<file path="src/logic/hps_pkg.sv">
// shared constants of the host I/O bridge for command codes, widths and key sequences
package hps_pkg;

	// bus and register widths
	localparam int CMD_W    = 16;
	localparam int CNT_W    = 6;
	localparam int DATA_W   = 8;
	localparam int ADDR_W   = 27;
	localparam int JOY_W    = 32;
	localparam int JOY_NUM  = 6;
	localparam int STATUS_W = 64;

	//////////////////////////////////////////////////
	// command bus codes
	localparam logic [CMD_W-1:0] CMD_CFG        = 16'h0001;
	localparam logic [CMD_W-1:0] CMD_JOY_0      = 16'h0002;
	localparam logic [CMD_W-1:0] CMD_JOY_1      = 16'h0003;
	localparam logic [CMD_W-1:0] CMD_JOY_2      = 16'h0010;
	localparam logic [CMD_W-1:0] CMD_JOY_3      = 16'h0011;
	localparam logic [CMD_W-1:0] CMD_JOY_4      = 16'h0012;
	localparam logic [CMD_W-1:0] CMD_JOY_5      = 16'h0013;
	localparam logic [CMD_W-1:0] CMD_KBD        = 16'h0005;
	localparam logic [CMD_W-1:0] CMD_STATUS     = 16'h001E;
	localparam logic [CMD_W-1:0] CMD_STATUS_SET = 16'h0029;

	// upper nibble of the status-set reply
	localparam logic [3:0] STATUS_SET_TAG = 4'hA;

	//////////////////////////////////////////////////
	// file bus codes
	localparam logic [CMD_W-1:0] FIO_FILE_TX     = 16'h0053;
	localparam logic [CMD_W-1:0] FIO_FILE_TX_DAT = 16'h0054;
	localparam logic [CMD_W-1:0] FIO_FILE_INDEX  = 16'h0055;

	localparam logic [7:0] UPLOAD_MARK = 8'hAA;

	//////////////////////////////////////////////////
	// ps/2 keyboard bytes
	localparam logic [7:0] KBD_SKIP_HI = 8'hFF;
	localparam logic [7:0] KEY_RELEASE = 8'hF0;
	localparam logic [7:0] KEY_EXTEND  = 8'hE0;

	// multi-byte sequences and the codes that stand in for them
	localparam logic [31:0] KEY_PRNSCR_DN      = 32'hE012E07C;
	localparam logic [31:0] KEY_PRNSCR_UP      = 32'h7CE0F012;
	localparam logic [31:0] KEY_PAUSE_DN       = 32'hF014F077;
	localparam logic [9:0]  KEY_PRNSCR_DN_CODE = 10'h37C;
	localparam logic [9:0]  KEY_PRNSCR_UP_CODE = 10'h17C;
	localparam logic [9:0]  KEY_PAUSE_DN_CODE  = 10'h377;

endpackage

</file>
<file path="src/logic/hps_cmd_port.sv">
// command bus decoder for configuration, joysticks, status and keyboard framing
module hps_cmd_port (
	input  logic                             clk_sys,
	input  logic                             rst_n,
	input  logic                             io_strobe,
	input  logic                             io_enable,
	input  logic [hps_pkg::CMD_W-1:0]        io_din,
	output logic [hps_pkg::CMD_W-1:0]        cmd_dout,

	output logic [hps_pkg::JOY_W-1:0]        joystick_0,
	output logic [hps_pkg::JOY_W-1:0]        joystick_1,
	output logic [hps_pkg::JOY_W-1:0]        joystick_2,
	output logic [hps_pkg::JOY_W-1:0]        joystick_3,
	output logic [hps_pkg::JOY_W-1:0]        joystick_4,
	output logic [hps_pkg::JOY_W-1:0]        joystick_5,
	output logic [1:0]                       buttons,
	output logic                             forced_scandoubler,
	output logic                             direct_video,
	output logic [hps_pkg::STATUS_W-1:0]     status,
	input  logic [hps_pkg::STATUS_W-1:0]     status_in,
	input  logic                             status_set,

	output logic                             kbd_start,
	output logic                             kbd_word,
	output logic                             kbd_end
);
	import hps_pkg::*;

	logic [CMD_W-1:0]           cmd;
	logic [CNT_W-1:0]           byte_cnt;
	logic [CMD_W-1:0]           cfg;
	logic [JOY_W-1:0]           joy [JOY_NUM];
	logic                       joy_hit;
	logic [$clog2(JOY_NUM)-1:0] joy_idx;
	logic [1:0]                 half_idx;
	logic                       half_ok;
	logic                       status_set_d;
	logic                       status_rise;
	logic [3:0]                 stflg;
	logic [STATUS_W-1:0]        status_req;

	//////////////////////////////////////////////////
	// core-facing controls

	assign joystick_0 = joy[0];
	assign joystick_1 = joy[1];
	assign joystick_2 = joy[2];
	assign joystick_3 = joy[3];
	assign joystick_4 = joy[4];
	assign joystick_5 = joy[5];

	assign buttons            = cfg[1:0];
	assign forced_scandoubler = cfg[4];
	assign direct_video       = cfg[10];

	// which joystick the current command addresses
	always_comb begin
		joy_hit = 1'b1;
		joy_idx = '0;
		case (cmd)
			CMD_JOY_0: joy_idx = 3'd0;
			CMD_JOY_1: joy_idx = 3'd1;
			CMD_JOY_2: joy_idx = 3'd2;
			CMD_JOY_3: joy_idx = 3'd3;
			CMD_JOY_4: joy_idx = 3'd4;
			CMD_JOY_5: joy_idx = 3'd5;
			default:   joy_hit = 1'b0;
		endcase
	end

	// payload words 1..4 map onto the four 16-bit quarters of a status word
	assign half_idx = 2'(byte_cnt - 1'b1);
	assign half_ok  = (byte_cnt <= CNT_W'(4));

	//////////////////////////////////////////////////
	// command capture and register writes

	always_ff @(posedge clk_sys or negedge rst_n) begin
		if (!rst_n) begin
			cmd      <= '0;
			byte_cnt <= '0;
			cmd_dout <= '0;
			cfg      <= '0;
			status   <= '0;
			for (int i = 0; i < JOY_NUM; i++) begin
				joy[i] <= '0;
			end
		end else if (!io_enable) begin
			cmd      <= '0;
			byte_cnt <= '0;
			cmd_dout <= '0;
		end else if (io_strobe) begin
			cmd_dout <= '0;
			if (!(&byte_cnt)) byte_cnt <= byte_cnt + 1'b1;

			if (byte_cnt == '0) begin
				cmd <= io_din;
				// change counter goes back with the command word
				if (io_din == CMD_STATUS_SET) begin
					cmd_dout <= {{(CMD_W-8){1'b0}}, STATUS_SET_TAG, stflg};
				end
			end else begin
				// low half first, every later word lands in the high half
				if (joy_hit) begin
					if (byte_cnt == CNT_W'(1)) joy[joy_idx][CMD_W-1:0] <= io_din;
					else joy[joy_idx][JOY_W-1:CMD_W] <= io_din;
				end

				case (cmd)
					CMD_CFG: cfg <= io_din;
					CMD_STATUS: begin
						if (half_ok) status[half_idx*CMD_W +: CMD_W] <= io_din;
					end
					CMD_STATUS_SET: begin
						if (half_ok) cmd_dout <= status_req[half_idx*CMD_W +: CMD_W];
					end
					default: begin
					end
				endcase
			end
		end
	end

	//////////////////////////////////////////////////
	// status-set request from the core

	assign status_rise = status_set && !status_set_d;

	always_ff @(posedge clk_sys or negedge rst_n) begin
		if (!rst_n) begin
			status_set_d <= 1'b0;
			stflg        <= '0;
		end else begin
			status_set_d <= status_set;
			if (status_rise) stflg <= stflg + 4'd1;
		end
	end

	always_ff @(posedge clk_sys) begin
		if (status_rise) status_req <= status_in;
	end

	//////////////////////////////////////////////////
	// keyboard transaction framing

	assign kbd_start = io_enable && io_strobe && (byte_cnt == '0) && (io_din == CMD_KBD);
	assign kbd_word  = io_enable && io_strobe && (byte_cnt != '0) && (cmd == CMD_KBD);
	// cmd clears on the same edge, so this lasts one cycle
	assign kbd_end   = !io_enable && (cmd == CMD_KBD);

	// a saturated counter stays put until the transaction closes
	a_cnt_no_wrap: assert property (
		@(posedge clk_sys) disable iff (!rst_n)
		(io_enable && (&byte_cnt)) |=> (&byte_cnt)
	) else $error("word counter wrapped");

endmodule

</file>
<file path="src/logic/hps_kbd_event.sv">
// assembles ps/2 scan bytes from the host into the toggling key event word
module hps_kbd_event (
	input  logic                      clk_sys,
	input  logic                      rst_n,
	input  logic                      kbd_start,
	input  logic                      kbd_word,
	input  logic                      kbd_end,
	input  logic [hps_pkg::CMD_W-1:0] io_din,
	output logic [10:0]               ps2_key
);
	import hps_pkg::*;

	logic [31:0] raw;
	logic        skip;
	logic        skip_word;
	logic        pressed;
	logic        extended;
	logic [10:0] key_next;

	assign skip_word = (io_din[15:8] == KBD_SKIP_HI);

	// skip flag lives for one transaction
	always_ff @(posedge clk_sys or negedge rst_n) begin
		if (!rst_n) begin
			skip <= 1'b0;
		end else if (kbd_start) begin
			skip <= 1'b0;
		end else if (kbd_word && skip_word) begin
			skip <= 1'b1;
		end
	end

	// newest byte sits in the low end
	always_ff @(posedge clk_sys) begin
		if (kbd_start) begin
			raw <= '0;
		end else if (kbd_word && !skip_word && !skip) begin
			raw <= {raw[23:0], io_din[7:0]};
		end
	end

	//////////////////////////////////////////////////
	// event decode

	assign pressed  = (raw[15:8] != KEY_RELEASE);
	assign extended = pressed ? (raw[15:8] == KEY_EXTEND) : (raw[23:16] == KEY_EXTEND);

	always_comb begin
		key_next = {~ps2_key[10], pressed, extended, raw[7:0]};
		// print screen and pause do not fit the prefix scheme
		case (raw)
			KEY_PRNSCR_DN: key_next[9:0] = KEY_PRNSCR_DN_CODE;
			KEY_PRNSCR_UP: key_next[9:0] = KEY_PRNSCR_UP_CODE;
			KEY_PAUSE_DN:  key_next[9:0] = KEY_PAUSE_DN_CODE;
			default: begin
			end
		endcase
	end

	always_ff @(posedge clk_sys or negedge rst_n) begin
		if (!rst_n) begin
			ps2_key <= '0;
		end else if (kbd_end && !skip) begin
			ps2_key <= key_next;
		end
	end

	// command port opens the frame on its first word only
	a_start_word_apart: assert property (
		@(posedge clk_sys) disable iff (!rst_n)
		!(kbd_start && kbd_word)
	) else $error("keyboard payload word together with start");

endmodule

</file>
<file path="src/logic/hps_file_port.sv">
// file port sequencing index, download and upload with ioctl strobes
module hps_file_port (
	input  logic                       clk_sys,
	input  logic                       rst_n,
	input  logic                       io_strobe,
	input  logic                       fp_enable,
	input  logic [hps_pkg::CMD_W-1:0]  io_din,
	output logic [hps_pkg::CMD_W-1:0]  fp_dout,

	output logic [hps_pkg::CMD_W-1:0]  ioctl_index,
	output logic                       ioctl_download,
	output logic                       ioctl_upload,
	output logic                       ioctl_wr,
	output logic                       ioctl_rd,
	output logic [hps_pkg::ADDR_W-1:0] ioctl_addr,
	output logic [hps_pkg::DATA_W-1:0] ioctl_dout,
	input  logic [hps_pkg::DATA_W-1:0] ioctl_din
);
	import hps_pkg::*;

	logic [CMD_W-1:0]  cmd;
	logic              has_cmd;
	logic [1:0]        cnt;
	logic [ADDR_W-1:0] addr;
	logic              wr;

	logic              stb;
	logic              cmd_stb;
	logic              is_tx;
	logic              is_dat;
	logic              is_idx;
	logic              tx_up;
	logic              tx_dn;
	logic              tx_stop;

	//////////////////////////////////////////////////
	// word decode

	assign stb     = fp_enable && io_strobe;
	assign cmd_stb = stb && !has_cmd;
	assign is_tx   = stb && has_cmd && (cmd == FIO_FILE_TX);
	assign is_dat  = stb && has_cmd && (cmd == FIO_FILE_TX_DAT);
	assign is_idx  = stb && has_cmd && (cmd == FIO_FILE_INDEX);

	// first FILE_TX word picks upload, download or stop
	assign tx_up   = is_tx && (cnt == 2'd0) && (io_din[7:0] == UPLOAD_MARK);
	assign tx_dn   = is_tx && (cnt == 2'd0) && (io_din[7:0] != UPLOAD_MARK) && (|io_din[7:0]);
	assign tx_stop = is_tx && (cnt == 2'd0) && (io_din[7:0] == 8'h00);

	//////////////////////////////////////////////////
	// transfer state and strobes

	always_ff @(posedge clk_sys or negedge rst_n) begin
		if (!rst_n) begin
			has_cmd        <= 1'b0;
			cnt            <= '0;
			wr             <= 1'b0;
			ioctl_wr       <= 1'b0;
			ioctl_rd       <= 1'b0;
			ioctl_download <= 1'b0;
			ioctl_upload   <= 1'b0;
			fp_dout        <= '0;
		end else begin
			// write pulse trails the address and data by a cycle
			ioctl_wr <= wr;
			wr       <= 1'b0;
			ioctl_rd <= 1'b0;

			if (!fp_enable) has_cmd <= 1'b0;
			else if (cmd_stb) has_cmd <= 1'b1;

			if (cmd_stb) cnt <= '0;
			else if (is_tx && cnt != 2'd3) cnt <= cnt + 2'd1;

			if (tx_up) begin
				ioctl_upload <= 1'b1;
				ioctl_rd     <= 1'b1;
			end
			if (tx_dn) ioctl_download <= 1'b1;
			if (tx_stop) begin
				ioctl_download <= 1'b0;
				ioctl_upload   <= 1'b0;
			end

			if (is_dat && ioctl_download) begin
				wr <= 1'b1;
			end else if (is_dat && ioctl_upload) begin
				fp_dout  <= {{(CMD_W-DATA_W){1'b0}}, ioctl_din};
				ioctl_rd <= 1'b1;
			end
		end
	end

	//////////////////////////////////////////////////
	// command, index, address and data

	always_ff @(posedge clk_sys) begin
		if (cmd_stb) cmd <= io_din;
		if (is_idx) ioctl_index <= io_din;

		if (tx_up) ioctl_addr <= '0;
		if (tx_dn) addr <= '0;
		// leave the address just past the last byte written
		if (tx_stop && ioctl_download) ioctl_addr <= addr;

		if (is_tx && cnt == 2'd1) begin
			ioctl_addr[CMD_W-1:0] <= io_din;
			addr[CMD_W-1:0]       <= io_din;
		end
		if (is_tx && cnt == 2'd2) begin
			ioctl_addr[ADDR_W-1:CMD_W] <= io_din[ADDR_W-CMD_W-1:0];
			addr[ADDR_W-1:CMD_W]       <= io_din[ADDR_W-CMD_W-1:0];
		end

		if (is_dat && ioctl_download) begin
			ioctl_addr <= addr;
			ioctl_dout <= io_din[DATA_W-1:0];
			addr       <= addr + 1'b1;
		end else if (is_dat && ioctl_upload) begin
			ioctl_addr <= ioctl_addr + 1'b1;
		end
	end

	a_wr_in_download: assert property (
		@(posedge clk_sys) disable iff (!rst_n)
		ioctl_wr |-> ioctl_download
	) else $error("write pulse outside download");

	a_one_direction: assert property (
		@(posedge clk_sys) disable iff (!rst_n)
		!(ioctl_download && ioctl_upload)
	) else $error("download and upload both active");

endmodule

</file>
<file path="src/logic/hps_io.sv">
// host I/O bridge top joining the command port, keyboard decoder and file port
module hps_io (
	input  logic                             clk_sys,
	input  logic                             rst_n,

	// host bus
	input  logic                             io_strobe,
	input  logic                             io_enable,
	input  logic                             fp_enable,
	input  logic [hps_pkg::CMD_W-1:0]        io_din,
	output logic [hps_pkg::CMD_W-1:0]        io_dout,

	// core controls
	output logic [hps_pkg::JOY_W-1:0]        joystick_0,
	output logic [hps_pkg::JOY_W-1:0]        joystick_1,
	output logic [hps_pkg::JOY_W-1:0]        joystick_2,
	output logic [hps_pkg::JOY_W-1:0]        joystick_3,
	output logic [hps_pkg::JOY_W-1:0]        joystick_4,
	output logic [hps_pkg::JOY_W-1:0]        joystick_5,
	output logic [1:0]                       buttons,
	output logic                             forced_scandoubler,
	output logic                             direct_video,
	output logic [hps_pkg::STATUS_W-1:0]     status,
	input  logic [hps_pkg::STATUS_W-1:0]     status_in,
	input  logic                             status_set,
	output logic [10:0]                      ps2_key,

	// file transfer
	output logic                             ioctl_download,
	output logic                             ioctl_upload,
	output logic                             ioctl_wr,
	output logic                             ioctl_rd,
	output logic [hps_pkg::CMD_W-1:0]        ioctl_index,
	output logic [hps_pkg::ADDR_W-1:0]       ioctl_addr,
	output logic [hps_pkg::DATA_W-1:0]       ioctl_dout,
	input  logic [hps_pkg::DATA_W-1:0]       ioctl_din
);
	import hps_pkg::*;

	logic [CMD_W-1:0] cmd_dout;
	logic [CMD_W-1:0] fp_dout;
	logic             kbd_start;
	logic             kbd_word;
	logic             kbd_end;

	hps_cmd_port u_cmd_port (.*);

	hps_kbd_event u_kbd_event (.*);

	hps_file_port u_file_port (.*);

	// file port owns the read-back word while its transaction is open
	assign io_dout = fp_enable ? fp_dout : cmd_dout;

endmodule

</file>
<file path="config.mk">
export PLATFORM = sky130hd
export DESIGN_NAME = hps_io
export DESIGN_NICKNAME = d
export VERILOG_FILES = /design/src/logic/hps_pkg.sv /design/src/logic/hps_cmd_port.sv /design/src/logic/hps_kbd_event.sv /design/src/logic/hps_file_port.sv /design/src/logic/hps_io.sv
export SDC_FILE = /design/constraint.sdc
export NUM_CORES = 1
export LEC_CHECK = 0
export BUFFER_PORTS_ARGS = -buffer_cell sky130_fd_sc_hd__buf_2
export CAP_MARGIN = 25
export CORE_MARGIN = 1
export CORE_UTILIZATION = 40
export DETAILED_ROUTE_END_ITERATION = 10
export HOLD_SLACK_MARGIN = 0.05
export MAX_ROUTING_LAYER = met4
export PLACE_DENSITY = 0.67
export REMOVE_ABC_BUFFERS = 1
export SKIP_CTS_REPAIR_TIMING = 1
export SLEW_MARGIN = 10
export SYNTH_ARGS = -nofsm -noshare
export SYNTH_HDL_FRONTEND = slang
export SYNTH_SLANG_ARGS = --single-unit
</file>
<file path="constraint.sdc">
create_clock -name clk_sys -period 5.35 [get_ports clk_sys]
set_input_delay 0.535 -clock clk_sys [delete_from_list [all_inputs] [get_ports clk_sys]]
set_output_delay 0.535 -clock clk_sys [all_outputs]
set_load 0.01 [all_outputs]
</file>
==> results.sh <==
export IMPL_status="finished, final reports clean"
export IMPL_wire_per_inst_um=22.7
export IMPL_synthTopCellsByArea="dfrtp_1, edfxtp_1, mux2_2"
export IMPL_p_per_area_nw_per_um2=320
export IMPL_synthTopCellsByCount="dfrtp_1, mux2_2, edfxtp_1, nand2_1, inv_1"
export IMPL_synth_most_common_cell="dfrtp_1"
export IMPL_hold_viol_final=0
export IMPL_routed_top_layer="met4"
export IMPL_place_hpwl_um=43600
export IMPL_ys_ff_latch=521
export IMPL_grt_use_total_pct=23.9
export IMPL_criticalPathCategory="reg -> reg"
export IMPL_tightest_slew_ps=1050
export IMPL_p_leak_nw=13.4
export IMPL_clock_latency_ps=600
export IMPL_met2_length_um=33300
export IMPL_cts_clk_slew_worst_paths_ps=60
export IMPL_synthArstFlopShare_pct=63.5
export IMPL_drtIter0Drc=1023
export IMPL_synth_xor_area_share_pct=2.19
export IMPL_synth_fa_ha_area_share_pct=0.727
export IMPL_netlist_instances=1691
export IMPL_wl_met3_um=4240
export IMPL_ys_types=86
export IMPL_ios=436
export IMPL_vias=15404
export IMPL_drv_cap=0
export IMPL_rows=86
export IMPL_fin_hold_ws_ps=69.9
export IMPL_synth_simple_area_share_pct=10.2
export IMPL_synth_main_ff_cell="dfrtp_1"
export IMPL_drt_met1_wl_um=26800
export IMPL_synth_edff_count=158
export IMPL_portBuffers=435
export IMPL_relSlewSlack_pct=30.2
export IMPL_grt_pass1_vias=15990
export IMPL_core_um2=55200
export IMPL_ir_drop_v=0.000255
export IMPL_synth_top_family_by_area="multiplexers"
export IMPL_cts_sinks=521
export IMPL_setup_violations_final=0
export IMPL_antenna_found_initial=6
export IMPL_dp_slack_ps=1560
export IMPL_synth_avg_cell_area_um2=13.2
export IMPL_dieHeight_um=239
export IMPL_synth_compound_area_share_pct=4.89
export IMPL_hp_class="in -> async"
export IMPL_cts_tree="done"
export IMPL_drt_total_wl_um=66100
export IMPL_synth_top_cell_area_share_pct=37.0
export IMPL_viasPerCell=5.29
export IMPL_endpoint_kind="register"
export IMPL_fin_area_um2=27000
export IMPL_place_gp_congestion=0.861
export IMPL_crit_arrival_ps=4070
export IMPL_fin_skew_ps=19.1
export IMPL_die_area_um2=56900
export IMPL_numCtsBuffers=55
export IMPL_cts_buffer_depth=3
export IMPL_fin_crit_ps=3610
export IMPL_grt_pass1_wl_um=99500
export IMPL_cts_htree_levels=2
export IMPL_worstPathMaxFanout=33
export IMPL_fin_crit_sh_pct=67.4
export IMPL_synth_cell_area_um2=22400
export IMPL_fin_tns_setup_ps=0
export IMPL_grt_start_max_net_pins=137
export IMPL_dieWidth_um=239
export IMPL_area_growth_pct=20.8
export IMPL_max_freq_mhz=277
export IMPL_synth_top_area_cell="dfrtp_1"
export IMPL_synth_seq_area_share_pct=61.1
export IMPL_place_area_um2=25200
export IMPL_start_util_pct=40.5
export IMPL_drv_slew=0
export IMPL_fin_util_pct=49.0
export IMPL_layout_drive_gt1_share_pct=38.1
export IMPL_first_pass_iters=5
export IMPL_root_buffer="clkbuf_16"
export IMPL_fin_ws_ps=1740
export IMPL_route_detailed_drc=0
export IMPL_ant_nets=0
export IMPL_rsz0062_at_grt="false"
export IMPL_crit_required_ps=5820
export IMPL_grt_overflow_total=0
export IMPL_layout_nets=2223
export IMPL_synthMuxAreaShare_pct=16.8
export IMPL_worst_setup_path_start_kind="register"
export IMPL_ys_warn_count=0
[power by group]
| group | internal [mW] | total (mW) | switching (mW) |
|---|---|---|---|
| registers | 4.21 | 4.28 | 0.0721 |
| clock network | 2.18 | 3.77 | 1.60 |
| logic | 0.220 | 0.604 | 0.384 |
| total | 6.60 | 8.66 | 2.05 |
[flip-flops by register name, summed over array words and instances, names as in the netlist, 8 cells and up]
register / cells
u_kbd_event.ps2_key: 11
u_file_port.ioctl_addr: 27
u_cmd_port.cmd_dout: 16
u_cmd_port.joystick_5: 32
u_file_port.fp_dout: 8
u_cmd_port.status: 64
u_file_port.addr: 27
u_cmd_port.joystick_2: 32
u_cmd_port.status_req: 64
u_cmd_port.cmd: 16
u_file_port.cmd: 16
u_kbd_event.raw: 32
u_cmd_port.joystick_1: 32
u_file_port.ioctl_index: 16
u_file_port.ioctl_dout: 8
u_cmd_port.joystick_4: 32
u_cmd_port.joystick_0: 32
u_cmd_port.joystick_3: 32
[layout make-up]
cell class	count	area (um^2)
Antenna cell	4	10.0
Multi-Input combinational cell	971	7790
Fill cell	4831	28200
Tap cell	748	936
Clock inverter	27	225
Timing Repair Buffer	468	2470
Clock buffer	76	1560
Sequential cell	521	13700
Inverter	99	372
[cell usage in the layout (no fill, tap or decap), drive strengths merged, types with 4 or more instances in the layout]
cell type	synthesis	layout
clkbuf	56	78
mux4	16	16
o211ai	11	11
o21ai	56	56
ha	13	13
nor2	64	64
nand4	32	32
a22oi	12	12
xor2	20	20
o2bb2ai	9	9
and3	16	16
nor2b	12	12
o21a	6	6
a21oi	11	11
nand3	36	36
inv	99	100
nor4	25	25
edfxtp	158	158
dfrtp	331	331
nor3	28	28
xnor2	36	36
nand2	150	150
diode	0	4
mux2i	92	92
clkinv	0	22
or4	4	4
and4	10	10
mux2	216	216
a22o	22	22
buf	40	465
dfxtp	32	32
o22ai	10	10
or2	5	5
and2	10	10
[stage by stage]
step / total power [mW] / std cells
after floorplan: 4.61 / 1591
final: 8.66 / 2914
after CTS: 8.73 / 2903
after global routing: 8.95 / 2913
after detailed placement: 4.95 / 2800
after global placement: 4.93 / 2798
[per-layer routing]
metal,vias up,GRT usage (%)
met4,0,6.84
met3,113,4.31
met2,556,39.8
met1,7856,29.8
met5,-,-
li1,6879,-
[path summary, 6_finish.rpt]
kind	start	end	slack (ps)	depth (start not counted)
min in group clk_sys	status_in[41]	u_cmd_port.status_req[41]	110	1
setup / recovery	u_file_port.cmd[11]	u_file_port.ioctl_addr[10]	1740	6
max in group asynchronous	rst_n	u_cmd_port.byte_cnt[4]	4000	2
setup reg to reg	u_file_port.cmd[11]	u_file_port.ioctl_addr[10]	1740	6
hold reg to reg	u_file_port.wr	u_file_port.ioctl_wr	370	0
hold / removal	rst_n	u_cmd_port.joystick_3[2]	70	1
[logic make-up after synthesis]
logic type      count (synthesis)
flops                         521
simple gates                  416
mux                           324
buf+inv                       199
compound gates                162
xor+xnor                       56
fa+ha+maj                      13
[critical path, stage by stage (launching register included)]
cell      delay [ps]
edfxtp_1         370
nor4_1           480
nand4_1          360
or4_1           1050
inv_2            630
or2_1            360
a221o_1          210
Note: power is estimated with default switching activity, not from simulation.
